**src/source/sram_consts.svh**
```systemverilog
`ifndef SRAM_CONSTS_SVH
`define SRAM_CONSTS_SVH

// AXI side.
`define AXI_ADDR_WIDTH 16
`define AXI_DATA_WIDTH 16
`define AXI_ID_WIDTH 4

// SRAM side, word addressed.
`define SRAM_STRB_WIDTH 2
`define SRAM_ADDR_WIDTH 15     // byte address minus lane bits.

// clocks one pin access holds ce_n low.
`define SRAM_ACCESS_CYCLES 2

// burst length field is fixed by AXI4.
`define AXI_LEN_WIDTH 8

`endif

```
**src/source/sram_pkg.sv**
```systemverilog
`default_nettype none

`include "sram_consts.svh"

package sram_pkg;

  // one captured AW or AR request.
  typedef struct packed {
    logic [`AXI_ID_WIDTH-1:0]    id;
    logic [`SRAM_ADDR_WIDTH-1:0] addr;       // word address of the next beat.
    logic [`AXI_LEN_WIDTH-1:0]   remaining;  // beats left after the current one.
  } burst_t;

  // one word request to the SRAM port.
  typedef struct packed {
    logic [`SRAM_ADDR_WIDTH-1:0] addr;
    logic [`AXI_DATA_WIDTH-1:0]  data;
    logic [`SRAM_STRB_WIDTH-1:0] strb;
    logic                        write;
  } sram_req_t;

  // read data back from the port.
  typedef struct packed {
    logic [`AXI_DATA_WIDTH-1:0] data;
  } sram_rsp_t;

endpackage

`default_nettype wire

```
**src/source/axi_sram_read.sv**
```systemverilog
`timescale 1ns/1ps
`default_nettype none

`include "sram_consts.svh"

module axi_sram_read (
  input  wire                           clk,
  input  wire                           rst_n,

  input  wire                           s_axi_arvalid,
  output logic                          s_axi_arready,
  input  wire  [`AXI_ID_WIDTH-1:0]      s_axi_arid,
  input  wire  [`AXI_ADDR_WIDTH-1:0]    s_axi_araddr,
  input  wire  [`AXI_LEN_WIDTH-1:0]     s_axi_arlen,
  input  wire  [2:0]                    s_axi_arsize,
  input  wire  [1:0]                    s_axi_arburst,

  output logic                          s_axi_rvalid,
  input  wire                           s_axi_rready,
  output logic [`AXI_ID_WIDTH-1:0]      s_axi_rid,
  output logic [`AXI_DATA_WIDTH-1:0]    s_axi_rdata,
  output logic [1:0]                    s_axi_rresp,
  output logic                          s_axi_rlast,

  output sram_pkg::sram_req_t           rd_req,
  output logic                          rd_req_valid,
  input  wire                           rd_req_ready,
  input  wire  sram_pkg::sram_rsp_t     rd_rsp,
  input  wire                           rd_rsp_valid
);
  import sram_pkg::*;

  burst_t burst;
  logic   active;      // burst open.
  logic   in_flight;   // request issued, data not back yet.
  logic   issue_done;  // final word already requested.
  logic   ar_fire;
  logic   req_fire;
  logic   issue;

  assign s_axi_arready = !active;
  assign s_axi_rid     = burst.id;
  assign s_axi_rresp   = 2'b00;

  assign ar_fire  = s_axi_arvalid && s_axi_arready;
  assign req_fire = rd_req_valid && rd_req_ready;

  // buffer must be empty so the response always has a slot.
  assign issue = active && !issue_done && !in_flight && !s_axi_rvalid;

  // address follows the burst, held until the transfer.
  assign rd_req.addr  = burst.addr;
  assign rd_req.data  = '0;
  assign rd_req.strb  = '1;
  assign rd_req.write = 1'b0;

  always_ff @(posedge clk) begin
    if (!rst_n) begin
      active       <= 1'b0;
      in_flight    <= 1'b0;
      issue_done   <= 1'b0;
      rd_req_valid <= 1'b0;
      s_axi_rvalid <= 1'b0;
    end else begin
      if (ar_fire) begin
        active     <= 1'b1;
        issue_done <= 1'b0;
      end

      if (issue) begin
        rd_req_valid <= 1'b1;
        in_flight    <= 1'b1;
      end else if (req_fire) begin
        rd_req_valid <= 1'b0;
        issue_done   <= (burst.remaining == '0);
      end

      if (rd_rsp_valid) begin
        in_flight    <= 1'b0;
        s_axi_rvalid <= 1'b1;
      end else if (s_axi_rvalid && s_axi_rready) begin
        s_axi_rvalid <= 1'b0;
        if (s_axi_rlast) begin
          active <= 1'b0;
        end
      end
    end
  end

  // burst counters and the beat buffer payload.
  always_ff @(posedge clk) begin
    if (ar_fire) begin
      burst.id        <= s_axi_arid;
      burst.addr      <= s_axi_araddr[`AXI_ADDR_WIDTH-1:`AXI_ADDR_WIDTH-`SRAM_ADDR_WIDTH];
      burst.remaining <= s_axi_arlen;
    end else if (req_fire) begin
      burst.addr      <= burst.addr + 1'b1;
      burst.remaining <= burst.remaining - 1'b1;
    end

    if (rd_rsp_valid) begin
      s_axi_rdata <= rd_rsp.data;
      s_axi_rlast <= issue_done;  // word came from the last request.
    end
  end

endmodule

`default_nettype wire

```
**config.mk**
```make
export PLATFORM = sky130hd
export DESIGN_NAME = axi_sram_read
export DESIGN_NICKNAME = d
export VERILOG_FILES = /design/src/source/sram_pkg.sv /design/src/source/axi_sram_read.sv
export VERILOG_INCLUDE_DIRS = /design/src /design/src/source
export SDC_FILE = /design/constraint.sdc
export NUM_CORES = 1
export LEC_CHECK = 0
export BUFFER_PORTS_ARGS = -buffer_cell sky130_fd_sc_hd__buf_2
export CORE_MARGIN = 2
export CORE_UTILIZATION = 35
export CTS_CLUSTER_DIAMETER = 40
export DETAILED_ROUTE_END_ITERATION = 7
export GPL_TIMING_DRIVEN = 0
export SYNTH_ARGS = -nofsm -noshare
export SYNTH_HDL_FRONTEND = slang
export SYNTH_SLANG_ARGS = --single-unit
```
**constraint.sdc**
```tcl
create_clock -name clk -period 3.2 [get_ports clk]
set_input_delay 0.16 -clock clk [delete_from_list [all_inputs] [get_ports clk]]
set_output_delay 0.16 -clock clk [all_outputs]
set_load 0.01 [all_outputs]
```
==> impl_results.md <==
- Synth Instances: 215
- Worst-path fanout max: 23
- DRC marker count from the first detailed-route iteration: 55
- Clk_skew: 8.68 ps
- Gr ovfl total: 0
- Share of layout cells above drive strength 1: 0.432
- Vias in the first global route: 1618
- Initial Util: 0.362
- HP Class: input port to register
- First-pass GRT wire length: 7590 microns
- Ys Warns: 0
- Max Cap Viol: 0
- Outcome: complete, no violations
- DRT Pass-1 Iters: 4
- RSZ-0062 raised after global routing: no
- DR vias: 1787
- Fin crit period: 1870 ps
- Gates resized, CTS repair: 0
- Pwr dens: 452 nW/um^2
- Simple-Gate Fraction of Synth Area: 0.136
- Setup-failing EPs final: 0
- Post-route ant nets: 0
- Final std cell area, no fill: roughly 3200 sq um
- Post-synth design cell area: 2460 sq um
- Total GRT Usage: 0.128
- Bufs on Longest Clock Path: 2
- Worst-path cell chain: inv_1 -> nand2_1 -> nand2_1
- Average cell area after synthesis: 11.5 sq um
- Worst-path clk slew: 90 ps
- DPL Wire Length: 3680 microns
- Dpl ws: 1300 ps
- Final slew viol count: 0
- Most Frequent Cell on Critical Path: nand2_1
- Post-synthesis adder-cell area fraction: 0.0152
- Nets: around 390
- Area grow syn2layout: 29.1%
- Full die area: 7720 sq um
- CP Launch Type: register
- Synth Area in Compound Gates: 0.0640
- CTS tree: built
- Least-Margin Pin Slew: 997 ps
- Count of cell types in the netlist: 30
- Clock Latency Late Sink: 300 ps
- Die height: 87.9 microns
- CP endpoint kind: register
- Slowest cell delay on critical path: 690 ps
- Arrival @ worst endpoint: 1690 ps
- Setup TNS: 0 ps
- #FFs+latches synth: 49
- Antenna violations before repair: 0
- Avg WL per Cell: between 10 and 15 microns
- Placed Area: ~3000 sq um
- Final GP Congestion: 0.740
- Clock sinks: 49
- Chip Width: 87.9 microns
- FMAX: 0.534 GHz
- Core Region: 6790 sq um
- Main combinational cell family by area after synthesis: buffers and inverters
- Slowest library cell on the worst path: nand2_1
- H-Tree Depth: 2
- Final Cycle Share: 0.585
- PnR worst setup slack: around 1300 ps
- Leakage power: 1.39 nW
- Vias/cell: 4.20
- Num CTS Buffers: 5
- I/O pin total: between 100 and 150
- Pin count of the biggest net entering global routing: 24
- WP data required: 3020 ps
- CTS Hold Bufs: 0
- Mux cell area share after synthesis: 0
- Setup CP Type: register to register
- Remaining routing DRC violations: 0
- Port Buffers: 87
- Worst vdd ir: 201 uV
- Slew HR: 0.334
- Xor/xnor cell area share of the yosys netlist: 0.0640
- Fin Hold WS: 22.2 ps
- Antenna fix cells: 0
- Clk root buf: clkbuf_8
- Routed WL: 4880 microns
- Postcts setup bufs: 0
- Row cnt: 30
- Post-synthesis sequential area ratio: 0.577
- Final Hold Viols: 0
-- per-layer routing --
layer,GRT usage,share of wire
met1,0.158,0.42
met2,0.216,0.49
met3,0.0311,0.066
met4,0.0545,0.022
met5,0,0
-- path summary, 6_finish.rpt --
kind	slack [ps]	cells after the start	to	start
setup / recovery	1330	3	rd_req[25]	active
hold / removal	20	1	s_axi_rdata[11]	rd_rsp[11]
setup reg to reg	1330	3	rd_req[25]	active
hold reg to reg	480	0	s_axi_rlast	issue_done
-- power by group --
group          switching (W)  internal, W  total (W)
sequential         0.0000406     0.000767   0.000808
combinational       0.000132     0.000130   0.000262
clock               0.000213     0.000156   0.000368
-- flip-flops by register name, indices dropped and copies added, names as in the netlist --
register,count
s_axi_rdata,16
issue_done,1
rd_req_valid,1
active,1
s_axi_rid,4
s_axi_rlast,1
s_axi_rvalid,1
in_flight,1
burst,8
rd_req,15
-- cell families (layout without fill, tap and decap cells) --
logic type                 count (synthesis)  after routing
xor gates and xnor gates                  18             18
other                                      2             21
AOI/OAI and AO/OA                         28             28
adders and majority gates                  3              3
DFF                                       49             49
buffers and inverters                     52            147
and+or+nand+nor                           63             63
-- critical path: cells and delay by family, from the launching register on --
family / cells / cell delay, ps
buf+inv: 1 / 60
flops: 1 / 340
simple gates: 2 / 990
-- through the flow --
| step | util | std cells | total power, W |
|---|---|---|---|
| after floorplan | - | 234 | 0.000985 |
| after global placement | 0.455 | 417 | 0.00108 |
| after detailed placement | 0.455 | 417 | 0.00109 |
| after CTS | 0.468 | 425 | 0.00146 |
| after global routing | 0.468 | 425 | 0.00152 |
| final | 0.468 | 425 | 0.00144 |
-- cell usage after synthesis (all sizes together) --
cell     n  share of area
edfxtp  44           0.54
buf     41           0.12
nand2   30          0.046
o21ai   20          0.041
xnor2   15          0.053
inv      8          0.012
nor2     7          0.011
nor4     7          0.028
dfxtp    5          0.041
nand3    5          0.012
nor3     5          0.010
nand4    4          0.015
clkbuf   3         0.0046
ha       3          0.015
nand2b   3         0.0076
xor2     3          0.011
a21boi   2         0.0061
a21oi    2         0.0041
conb     2         0.0030
a31oi    1         0.0025
a41oi    1         0.0036
nor2b    1         0.0025
nor4b    1         0.0036
o211a    1         0.0041
o21a     1         0.0030
-- cell usage in the layout, fill, tap and decap left out, types with 2 or more instances in the layout --
cell type / netlist / final
conb_1: 2 / 21
buf_4: 40 / 40
a21boi_0: 2 / 2
clkbuf_1: 3 / 3
xor2_1: 3 / 3
nand2_1: 30 / 30
nor2_1: 7 / 7
xnor2_1: 15 / 15
o21ai_1: 5 / 5
nand3_1: 4 / 4
nand4_1: 2 / 2
a21oi_1: 2 / 2
edfxtp_1: 44 / 44
nor3_1: 5 / 5
nor4_1: 3 / 3
dfxtp_1: 5 / 5
inv_1: 8 / 8
nand2b_1: 3 / 3
ha_1: 3 / 3
o21ai_0: 15 / 15
nor4_2: 4 / 4
nand4_2: 2 / 2
clkbuf_8: 0 / 5
buf_2: 1 / 88
-- area by class of cell --
| class | count | area, sq um |
|---|---|---|
| Fill cell | 673 | 3610 |
| Multi-Input combinational cell | 133 | 766 |
| Clock buffer | 5 | 68.8 |
| Buffer | 44 | 317 |
| Sequential cell | 49 | 1420 |
| Tap cell | 96 | 120 |
| Clock inverter | 3 | 21.3 |
| Inverter | 8 | 30.0 |
| Timing Repair Buffer | 87 | 435 |
Power figures use the tool's default switching activity.
