===== src/source/sram_consts.svh =====
`ifndef SRAM_CONSTS_SVH
`define SRAM_CONSTS_SVH

// AXI side.
`define AXI_ADDR_WIDTH 16
`define AXI_DATA_WIDTH 16
`define AXI_ID_WIDTH 4

// SRAM side, word addressed.
`define SRAM_STRB_WIDTH 2
`define SRAM_ADDR_WIDTH 15     // byte address minus lane bits.

// clocks one pin access holds ce_n low.
`define SRAM_ACCESS_CYCLES 2

// burst length field is fixed by AXI4.
`define AXI_LEN_WIDTH 8

`endif


===== src/source/sram_pkg.sv =====
`default_nettype none

`include "sram_consts.svh"

package sram_pkg;

  // one captured AW or AR request.
  typedef struct packed {
    logic [`AXI_ID_WIDTH-1:0]    id;
    logic [`SRAM_ADDR_WIDTH-1:0] addr;       // word address of the next beat.
    logic [`AXI_LEN_WIDTH-1:0]   remaining;  // beats left after the current one.
  } burst_t;

  // one word request to the SRAM port.
  typedef struct packed {
    logic [`SRAM_ADDR_WIDTH-1:0] addr;
    logic [`AXI_DATA_WIDTH-1:0]  data;
    logic [`SRAM_STRB_WIDTH-1:0] strb;
    logic                        write;
  } sram_req_t;

  // read data back from the port.
  typedef struct packed {
    logic [`AXI_DATA_WIDTH-1:0] data;
  } sram_rsp_t;

endpackage

`default_nettype wire


===== src/source/axi_sram_write.sv =====
`timescale 1ns/1ps
`default_nettype none

`include "sram_consts.svh"

module axi_sram_write (
  input  wire                           clk,
  input  wire                           rst_n,

  input  wire                           s_axi_awvalid,
  output logic                          s_axi_awready,
  input  wire  [`AXI_ID_WIDTH-1:0]      s_axi_awid,
  input  wire  [`AXI_ADDR_WIDTH-1:0]    s_axi_awaddr,
  input  wire  [`AXI_LEN_WIDTH-1:0]     s_axi_awlen,
  input  wire  [2:0]                    s_axi_awsize,
  input  wire  [1:0]                    s_axi_awburst,

  input  wire                           s_axi_wvalid,
  output logic                          s_axi_wready,
  input  wire  [`AXI_DATA_WIDTH-1:0]    s_axi_wdata,
  input  wire  [`SRAM_STRB_WIDTH-1:0]   s_axi_wstrb,
  input  wire                           s_axi_wlast,

  output logic                          s_axi_bvalid,
  input  wire                           s_axi_bready,
  output logic [`AXI_ID_WIDTH-1:0]      s_axi_bid,
  output logic [1:0]                    s_axi_bresp,

  output sram_pkg::sram_req_t           wr_req,
  output logic                          wr_req_valid,
  input  wire                           wr_req_ready,
  input  wire                           wr_done
);
  import sram_pkg::*;

  typedef enum logic [1:0] {
    WR_IDLE,
    WR_DATA,
    WR_RESP
  } wr_state_t;

  wr_state_t state;
  burst_t    burst;
  logic      pending;    // word handed to the port, not yet written.
  logic      last_beat;  // pending word closes the burst.
  logic      aw_fire;
  logic      w_fire;

  assign s_axi_awready = (state == WR_IDLE);
  assign s_axi_wready  = (state == WR_DATA) && !pending;
  assign s_axi_bvalid  = (state == WR_RESP);
  assign s_axi_bid     = burst.id;
  assign s_axi_bresp   = 2'b00;  // always OKAY.

  assign aw_fire = s_axi_awvalid && s_axi_awready;
  assign w_fire  = s_axi_wvalid && s_axi_wready;

  always_ff @(posedge clk) begin
    if (!rst_n) begin
      state        <= WR_IDLE;
      pending      <= 1'b0;
      last_beat    <= 1'b0;
      wr_req_valid <= 1'b0;
    end else begin
      if (wr_req_valid && wr_req_ready) begin
        wr_req_valid <= 1'b0;
      end

      case (state)
        WR_IDLE: begin
          if (aw_fire) begin
            state <= WR_DATA;
          end
        end
        WR_DATA: begin
          if (w_fire) begin
            pending      <= 1'b1;
            wr_req_valid <= 1'b1;
            last_beat    <= s_axi_wlast || (burst.remaining == '0);
          end
          if (wr_done) begin
            pending <= 1'b0;
            if (last_beat) begin
              state <= WR_RESP;
            end
          end
        end
        WR_RESP: begin
          if (s_axi_bready) begin
            state <= WR_IDLE;
          end
        end
        default: state <= WR_IDLE;
      endcase
    end
  end

  // burst tracking and word payload.
  always_ff @(posedge clk) begin
    if (aw_fire) begin
      burst.id        <= s_axi_awid;
      burst.addr      <= s_axi_awaddr[`AXI_ADDR_WIDTH-1:`AXI_ADDR_WIDTH-`SRAM_ADDR_WIDTH];
      burst.remaining <= s_axi_awlen;
    end else if (w_fire) begin
      burst.addr      <= burst.addr + 1'b1;  // INCR only.
      burst.remaining <= burst.remaining - 1'b1;
    end

    if (w_fire) begin
      wr_req.addr  <= burst.addr;
      wr_req.data  <= s_axi_wdata;
      wr_req.strb  <= s_axi_wstrb;
      wr_req.write <= 1'b1;
    end
  end

endmodule

`default_nettype wire


===== config.mk =====
export PLATFORM = sky130hd
export DESIGN_NAME = axi_sram_write
export DESIGN_NICKNAME = d
export VERILOG_FILES = /design/src/source/sram_pkg.sv /design/src/source/axi_sram_write.sv
export VERILOG_INCLUDE_DIRS = /design/src /design/src/source
export SDC_FILE = /design/constraint.sdc
export NUM_CORES = 1
export LEC_CHECK = 0
export ABC_AREA = 1
export ABC_CLOCK_PERIOD_IN_PS = 2400
export BUFFER_PORTS_ARGS = -buffer_cell sky130_fd_sc_hd__buf_4
export CAP_MARGIN = 0
export CORE_ASPECT_RATIO = 0.8
export CORE_MARGIN = 2
export CORE_UTILIZATION = 47
export DETAILED_ROUTE_END_ITERATION = 12
export GPL_TIMING_DRIVEN = 0
export PLACE_DENSITY = 0.76
export SLEW_MARGIN = 20
export SYNTH_ARGS = -nofsm -noshare
export SYNTH_HDL_FRONTEND = slang
export SYNTH_SLANG_ARGS = --single-unit

===== constraint.sdc =====
create_clock -name clk -period 2.4 [get_ports clk]
set_input_delay 0.36 -clock clk [delete_from_list [all_inputs] [get_ports clk]]
set_output_delay 0.36 -clock clk [all_outputs]
set_load 0.01 [all_outputs]

==> flow_metrics.py, run 1 <==
metrics = {
    "run_status": {
        "status": "finished, final reports clean",
    },
    "cts": {
        "clock_latency_ns": 0.35,
        "h-tree-depth": 3,
        "cts_buffer_depth": 2,
        "hold_buffers": 0,
        "cts.sinks": 65,
        "cts.clk_slew.worst_paths_ns": 0.07,
        "cts_setup_buffers": 0,
        "cts_tree": "built",
        "root_buffer": "clkbuf_8",
        "cts-buffers-inserted": 9,
        "post_cts_resized": 0,
    },
    "sta": {
        "slew_viol_final": 0,
        "relSlewSlack_pct": 30.1,
        "setup_viol": 0,
        "fin_ws_ns": 0.369,
        "hold_violations": 0,
        "fin_crit_sh_pct": 84.6,
        "grt_setup_unrepaired": "false",
        "finClkSkew_ns": 0.00716,
        "fmax_mhz": 492,
        "tns_ns": 0,
        "tightest_slew_ns": 1.05,
        "period_minus_slack_ns": 2.03,
    },
    "logic_synthesis": {
        "yosys.area.top_type": "edfxtp_1",
        "yosys-top-cells-area": "edfxtp_1 (63%), nand2_1 (10%), nand3_1 (3.9%)",
        "syn-cell-area_um2": 2850,
        "ys_seq_area_share_pct": 66.7,
        "synth_warnings": 0,
        "avgSynthCellArea_um2": 11.1,
        "ys_ff_latch": 65,
        "synth_cells": 256,
        "ys_types": 28,
        "synth_top_area_share_pct": 63.2,
    },
    "pwr": {
        "p_leak_nw": 1.72,
        "switching_share_pct": 24.5,
        "p_sw_mw": 0.697,
        "power_density_nw_per_um2": 724,
        "p_seq_share_pct": 50.6,
        "max-vdd-ir-drop_v": 0.000364,
        "p_int_mw": 2.14,
        "clkPwrFrac_pct": 35.5,
        "combPwrFrac_pct": 13.9,
    },
    "floorplanning": {
        "dieArea_um2": 6710,
        "die_x_um": 91.1,
        "rows": 25,
        "fp.coreArea_um2": 5880,
        "die_y_um": 73.7,
        "initial_core_util_pct": 48.5,
        "io_pins": 103,
    },
    "placed_design": {
        "gp_congestion": 0.824,
        "dpl_worst_slack_ns": 0.345,
        "port_buffers": 93,
        "hpwl_um": 4200,
    },
    "final_layout": {
        "layout_commonest_cell": "buf_4",
        "drive_gt1_share_pct": 35.1,
        "antennaDiodeCount": 0,
        "mostFrequentLayoutCells": "buf_4 (100), nand2_1 (76), edfxtp_1 (60), nand3_1 (22), inv_1 (20)",
        "nets": 425,
        "syn_to_final_growth_pct": 37.6,
    },
    "route": {
        "drc": 0,
        "drt_wl_total_um": 5720,
        "drtIter0Drc": 48,
        "routed_via_density": 4.82,
        "firstDrtPassIters": 4,
        "dr_total_vias": 2163,
        "wl_per_cell_um": 12.7,
        "ant_nets": 0,
    },
    "setup_path": {
        "criticalPathCategory": "flip-flop to flip-flop",
        "path_delay_family": "simple AND/OR/NAND/NOR gates",
        "crit_required_ns": 2.36,
        "crit_arrival_ns": 1.99,
        "slowest_delay_ns": 0.79,
        "worst-path-buf-inv": 1,
        "crit_fanout": 23,
        "cpMaxStageDelayCell": "nand2_1",
        "critPathLaunchType": "flip-flop",
        "crit_path_cell_trace": "nor2_2 > nand2_4 > buf_2 > nand2_1",
        "cp-end-kind": "flip-flop",
    },
    "global_routing": {
        "grt-ovfl-total": 0,
        "grt_use_total_pct": 17.7,
        "grt_max_degree": 24,
        "grt_pass1_vias": 1964,
        "grt_pass1_wl_um": 8910,
        "antenna_found_initial": 0,
    },
    "hold_path": {
        "min_path_type": "input pin to flip-flop",
    },
    "run": {
        "cap_violations": 0,
    },
}
## sequential cells by signal, indices dropped and copies added, names as in the netlist
signal        count
burst            23
last_beat         1
pending           1
s_axi_bid         4
state             2
wr_req           33
wr_req_valid      1
## final timing paths
check | startpoint | endpoint | cells after the start | slack, ns
setup / recovery | state[0] | burst[20] | 4 | 0.37
hold reg to reg | wr_req_valid | wr_req_valid | 2 | 0.48
hold / removal | s_axi_wstrb[1] | wr_req[2] | 1 | 0.19
setup reg to reg | state[0] | burst[20] | 4 | 0.37
## per-layer routing
metal | wire (um) | track usage [%]
met1 | 2460 | 21.2
met5 | 0 | 0
met2 | 2660 | 29.4
met3 | 485 | 6.67
met4 | 112 | 7.24
## logic make-up (layout without fill, tap and decap cells)
group                    Yosys count  after routing  share of synthesized area (%)
AND/OR/NAND/NOR                  131            131                           20.6
XOR/XNOR                           7              7                           2.15
flip-flops                        65             65                           66.7
buffers and inverters             32            143                           5.97
AO/OA/AOI/OAI                     16             16                           2.94
other                              2              3                          0.263
adder cells (fa/ha/maj)            3              3                           1.32
## final cells by class
cell class | instances | area (um2)
clock buffer | 10 | 128
fill | 483 | 1960
clock inverter | 6 | 92.6
multi-input combinational | 160 | 788
inverter | 21 | 78.8
buffer | 11 | 91.3
tap | 81 | 101
timing repair buffer | 95 | 741
sequential | 65 | 1900
## through the flow
step           power, mW  std cells  utilization, %  cell area [um2]  hold slack [ns]
6_report            2.84        449            66.7             3920            0.187
5_1_grt             2.96        449            66.7             3920            0.170
4_1_cts             2.87        449            66.7             3920            0.167
3_5_place_dp        1.86        433            63.0             3700            0.473
3_3_place_gp        1.83        431            62.1             3650            0.462
2_1_floorplan       1.67        257               -             2850            0.449
## synth_stat cells (all sizes together)
cell type,count
a21oi,4
a31oi,1
and2,1
buf,11
conb,2
dfxtp,5
edfxtp,60
ha,3
inv,21
nand2,77
nand3,24
nand4,5
nor2,22
nor3,2
o21ai,10
o21bai,1
xnor2,2
xor2,5
## power groups by stage
stage | sequential, mW | combinational, mW | clock, mW
after floorplan | 1.46 | 0.212 | 0
after global placement | 1.46 | 0.374 | 0
after detailed placement | 1.46 | 0.397 | 0
after CTS | 1.44 | 0.398 | 1.04
after global routing | 1.45 | 0.442 | 1.07
final | 1.44 | 0.394 | 1.01
## worst register-to-register path, delay by kind of cell, from the launching register on
kind,cells,cell delay [ns]
buf+inv,1,0.23
simple gates,3,1.07
flops,1,0.34
Note: power is estimated with default switching activity, not from simulation.
==> run 2, diff against run 1 <==
- ABC_CLOCK_PERIOD_IN_PS: 2400 -> 2100
- clock period: 2.4 -> 2.1 ns (I/O delays scaled with it)
==> flow_metrics.py, run 2 (synthesized netlist as in run 1, its figures left out) <==
metrics = {
    "cts": {
        "cts.sinks": 65,
        "root_buffer": "clkbuf_8",
        "h-tree-depth": 3,
        "cts_buffer_depth": 2,
        "clock_latency_ns": 0.34,
        "cts_tree": "built",
        "cts-buffers-inserted": 9,
        "cts.clk_slew.worst_paths_ns": 0.07,
        "cts_setup_buffers": 0,
    },
    "route": {
        "ant_nets": 0,
        "dr_total_vias": 2110,
        "dr_wl_met2_um": 2590,
        "routed_via_density": 4.70,
        "wl_per_cell_um": 12.5,
        "drc": 0,
        "firstDrtPassIters": 4,
        "m1WireLength_um": 2460,
        "highest_layer": "met4",
        "drtIter0Drc": 100,
        "wl_met3_um": 501,
        "drt_wl_total_um": 5610,
    },
    "final_layout": {
        "nets": 425,
        "seq_area_um2": 1900,
        "layout_commonest_cell": "buf_4",
        "final_cell_area_um2": 3940,
        "antennaDiodeCount": 0,
        "final-instance-count-excl-fill": 449,
        "postLayoutCoreUtil_pct": 66.9,
        "mostFrequentLayoutCells": "buf_4 (100), nand2_1 (75), edfxtp_1 (60), nand3_1 (22), inv_1 (20)",
        "largest_reg_flops": 33,
        "drive_gt1_share_pct": 35.3,
        "fillers": 473,
        "largest_register": "wr_req",
        "syn_to_final_growth_pct": 38.1,
        "multiInputGateArea_um2": 791,
    },
    "sta": {
        "tightest_slew_ns": 0.565,
        "tns_ns": 0,
        "grt_setup_unrepaired": "false",
        "setup_viol": 0,
        "slew_viol_final": 0,
        "hold_violations": 0,
        "relSlewSlack_pct": 62.2,
        "fmax_mhz": 582,
        "fin_crit_sh_pct": 81.9,
        "period_minus_slack_ns": 1.72,
        "finClkSkew_ns": 0.00290,
    },
    "setup_path": {
        "rr_endpoint": "burst[4]",
        "crit_fanout": 23,
        "cp-end-kind": "flip-flop",
        "criticalPathCategory": "flip-flop to flip-flop",
        "worstReg2RegStart": "state[0]",
        "rrSetupSlack_ns": 0.38,
        "crit_arrival_ns": 1.70,
        "worst_r2r_path_depth": 4,
        "crit_required_ns": 2.08,
        "critPathLaunchType": "flip-flop",
    },
    "pwr": {
        "power_density_nw_per_um2": 854,
        "max-vdd-ir-drop_v": 0.000434,
        "p_leak_nw": 1.73,
    },
    "global_routing": {
        "grt-ovfl-total": 0,
        "grt_pass1_wl_um": 9070,
        "grt_use_total_pct": 18.2,
        "grt_pass1_vias": 1985,
        "grt_max_degree": 24,
        "antenna_found_initial": 0,
    },
    "placed_design": {
        "placedCellCount": 433,
        "port_buffers": 93,
        "gp_congestion": 0.820,
        "dpl_cell_area_um2": 3690,
        "hpwl_um": 4140,
    },
    "floorplanning": {
        "die_y_um": 73.7,
        "rows": 25,
        "io_pins": 103,
        "fp.coreArea_um2": 5880,
        "initial_core_util_pct": 48.5,
        "die_x_um": 91.1,
        "dieArea_um2": 6710,
    },
    "hold_path": {
        "whs_path_depth": 1,
        "min_path_type": "input pin to flip-flop",
        "min_to": "wr_req[15]",
        "min_from": "s_axi_wdata[12]",
    },
    "run_status": {
        "status": "finished, final reports clean",
    },
    "run": {
        "cap_violations": 0,
    },
}
==> run 2: changes by cell type in the layout (fill, tap and decap cells not counted) <==
cell        previous run  this run
bufinv_16              2         3
buf_8                  1         2
clkinv_4               2         1
nand2_1               76        75
clkinvlp_4             2         1
inv_6                  0         1
nand2_2                0         1
buf_16                 1         0
==> run 2: worst max path at each step <==
stage	startpoint	slack [ns]	end	cells past startpoint
floorplan	state[0]	0.35	wr_req[10]	2
global placement	state[0]	0.03	wr_req[17]	2
detailed placement	state[0]	0.04	burst[12]	4
CTS	state[0]	0.02	burst[21]	4
global route	state[0]	0.27	burst[21]	4
finish	state[0]	0.38	burst[4]	4
==> run 2: critical path: stages (launching register included) <==
cell	delay, ns
dfxtp_1	0.35
nor2_2	0.18
nand2_4	0.13
buf_2	0.23
nand2_2	0.45
==> run 2: layout make-up <==
type	count	share of cell area, %
Tap cell	81	2.58
Inverter	21	2.00
Timing Repair Buffer	95	18.5
Multi-Input combinational cell	160	20.1
Clock inverter	6	2.93
Buffer	11	2.32
Clock buffer	10	3.24
Sequential cell	65	48.3
==> run 2: per-stage QoR <==
step,setup WS (ns),power [mW],hold WS (ns)
3_5_place_dp,0.0366,2.12,0.471
5_1_grt,0.273,3.51,0.115
6_report,0.381,3.36,0.148
3_3_place_gp,0.0282,2.10,0.461
2_1_floorplan,0.353,1.91,0.404
4_1_cts,0.0206,3.41,0.120
==> run 2: per-layer routing <==
metal | track usage (%) | up-vias
met1 | 21.0 | 947
li1 | - | 1064
met2 | 30.0 | 93
met4 | 6.73 | 0
met5 | 0 | -
met3 | 8.82 | 6
==> run 2: repair_timing <==
| item | in CTS | in global routing |
|---|---|---|
| endpoints found under the setup margin | 0 | 23 |
| endpoints found under the hold margin | 0 | 0 |
| hold buffers | 0 | 0 |
| gates resized for setup | 0 | 1 |
==> run 2: power by group <==
group / internal [mW] / switching [mW]
Combinational: 0.213 / 0.234
Sequential: 1.56 / 0.0802
Clock: 0.795 / 0.479
Total: 2.57 / 0.793
==> run 3, diff against run 2 <==
- ABC_CLOCK_PERIOD_IN_PS: 2100 -> 1500
- CORE_UTILIZATION: 47 -> 44
- PLACE_DENSITY: 0.76 -> 0.75
- clock period: 2.1 -> 1.5 ns (I/O delays scaled with it)
==> flow_metrics.py, run 3 (synthesized netlist as in run 1, its figures left out) <==
metrics = {
    "run_status": {
        "status": "finished, final reports clean",
    },
    "floorplanning": {
        "die_x_um": 94.0,
        "io_pins": 103,
        "die_y_um": 76.0,
        "dieArea_um2": 7140,
        "initial_core_util_pct": 45.2,
        "fp.coreArea_um2": 6310,
        "rows": 26,
    },
    "setup_path": {
        "worst-path-buf-inv": 0,
        "rr_endpoint": "burst[20]",
        "cpMaxStageDelayCell": "edfxtp_1",
        "crit_required_ns": 1.60,
        "critPathLaunchType": "flip-flop",
        "worstReg2RegStart": "burst[9]",
        "crit_arrival_ns": 1.52,
        "worst_r2r_path_depth": 6,
        "slowest_delay_ns": 0.39,
        "crit_path_cell_trace": "ha_2 > nand3_4 > nor2_8 > nand4_1 > nand3_1 > nand2_1",
        "crit_fanout": 5,
        "cp-end-kind": "flip-flop",
        "path_delay_family": "simple AND/OR/NAND/NOR gates",
        "path_depth": 6,
        "criticalPathCategory": "flip-flop to flip-flop",
        "rrSetupSlack_ns": 0.08,
    },
    "cts": {
        "cts_tree": "built",
        "cts.clk_slew.worst_paths_ns": 0.07,
        "cts-buffers-inserted": 9,
        "clock_latency_ns": 0.34,
        "hold_buffers": 0,
        "cts_buffer_depth": 2,
        "cts.sinks": 65,
        "root_buffer": "clkbuf_8",
        "h-tree-depth": 3,
    },
    "route": {
        "ant_nets": 0,
        "drt_wl_total_um": 5960,
        "drtIter0Drc": 88,
        "drc": 0,
        "firstDrtPassIters": 4,
        "routed_via_density": 4.75,
        "wl_per_cell_um": 12.9,
        "dr_total_vias": 2184,
    },
    "global_routing": {
        "grt_pass1_wl_um": 9260,
        "grt_pass1_vias": 2117,
        "grt_max_degree": 24,
        "grt-ovfl-total": 0,
        "antenna_found_initial": 0,
        "grt_use_total_pct": 17.0,
    },
    "final_layout": {
        "antennaDiodeCount": 0,
        "largest_register": "wr_req",
        "drive_gt1_share_pct": 38.6,
        "largest_reg_flops": 33,
        "nets": 433,
        "layout_commonest_cell": "buf_4",
        "mostFrequentLayoutCells": "buf_4 (107), nand2_1 (74), edfxtp_1 (60), nand3_1 (22), inv_1 (19)",
        "syn_to_final_growth_pct": 40.1,
        "final_cell_area_um2": 3990,
    },
    "placed_design": {
        "hpwl_um": 4300,
        "gp_congestion": 0.833,
        "dpl_worst_slack_ns": -0.185,
        "dpl_cell_area_um2": 3710,
        "port_buffers": 93,
    },
    "run": {
        "cap_violations": 0,
    },
    "pwr": {
        "power_density_nw_per_um2": 1110,
        "p_leak_nw": 1.74,
        "max-vdd-ir-drop_v": 0.000642,
    },
    "sta": {
        "slew_viol_final": 0,
        "fin_ws_ns": 0.0817,
        "hold_violations": 0,
        "fmax_mhz": 705,
        "fin_crit_sh_pct": 94.6,
        "setup_viol": 0,
        "finClkSkew_ns": 0.00694,
        "period_minus_slack_ns": 1.42,
    },
    "hold_path": {
        "whs_path_depth": 1,
        "min_to": "wr_req[1]",
        "min_from": "s_axi_wstrb[0]",
        "min_path_type": "input pin to flip-flop",
    },
}
==> run 3: cell types whose count changed in the layout (fill, tap and decap cells not counted), sizes merged <==
cell / change
bufinv: -2
nor2: +1
clkinv: +3
buf: +7
clkinvlp: +1
inv: -1
clkbuf: -1
==> run 3: power by group <==
part           total, mW  internal, mW  switching [mW]
registers           2.30          2.19           0.115
logic              0.694         0.337           0.357
clock network       1.44         0.763           0.677
==> run 3: final cells by class <==
| cell class | count | area (um2) |
|---|---|---|
| tap | 84 | 105 |
| clock buffer | 9 | 124 |
| multi-input combinational | 161 | 838 |
| sequential | 65 | 1900 |
| clock inverter | 7 | 71.3 |
| inverter | 21 | 78.8 |
| fill | 517 | 2320 |
| timing repair buffer | 102 | 781 |
| buffer | 11 | 91.3 |
==> run 3: worst max-delay path by stage <==
stage	from	endpoint	slack, ns
detailed placement	state[0]	burst[11]	-0.19
finish	burst[9]	burst[20]	0.08
global route	burst[2]	burst[7]	-0.02
CTS	burst[8]	burst[20]	0.02
global placement	state[1]	wr_req[16]	-0.59
floorplan	state[1]	wr_req[10]	-0.23
==> run 3: repair_timing <==
item                                    4_1_cts  5_1_grt
pin swaps                                     1        1
endpoints found under the setup margin       39        7
buffers inserted                              1        6
gates cloned                                  0        1
resized for setup                             2        4
==> run 3: metrics by stage <==
stage | utilization (%) | hold slack, ns | cells | setup TNS (ns) | power, mW
4_1_cts | 62.2 | 0.0333 | 453 | 0 | 4.44
5_1_grt | 63.3 | 0.0303 | 460 | -0.0177 | 4.65
6_report | 63.3 | 0.0585 | 460 | 0 | 4.43
3_5_place_dp | 58.7 | 0.405 | 436 | -5.58 | 2.98
3_3_place_gp | 58.2 | 0.403 | 434 | -25.18 | 2.94
2_1_floorplan | - | 0.314 | 257 | -7.90 | 2.68
==> run 3: routing by layer <==
layer / GRT usage, % / wire, um / vias to the layer above
li1: - / - / 1088
met1: 20.5 / 2520 / 993
met2: 27.7 / 2890 / 96
met3: 6.63 / 497 / 7
met4: 6.38 / 43 / 0
met5: 0 / 0 / -
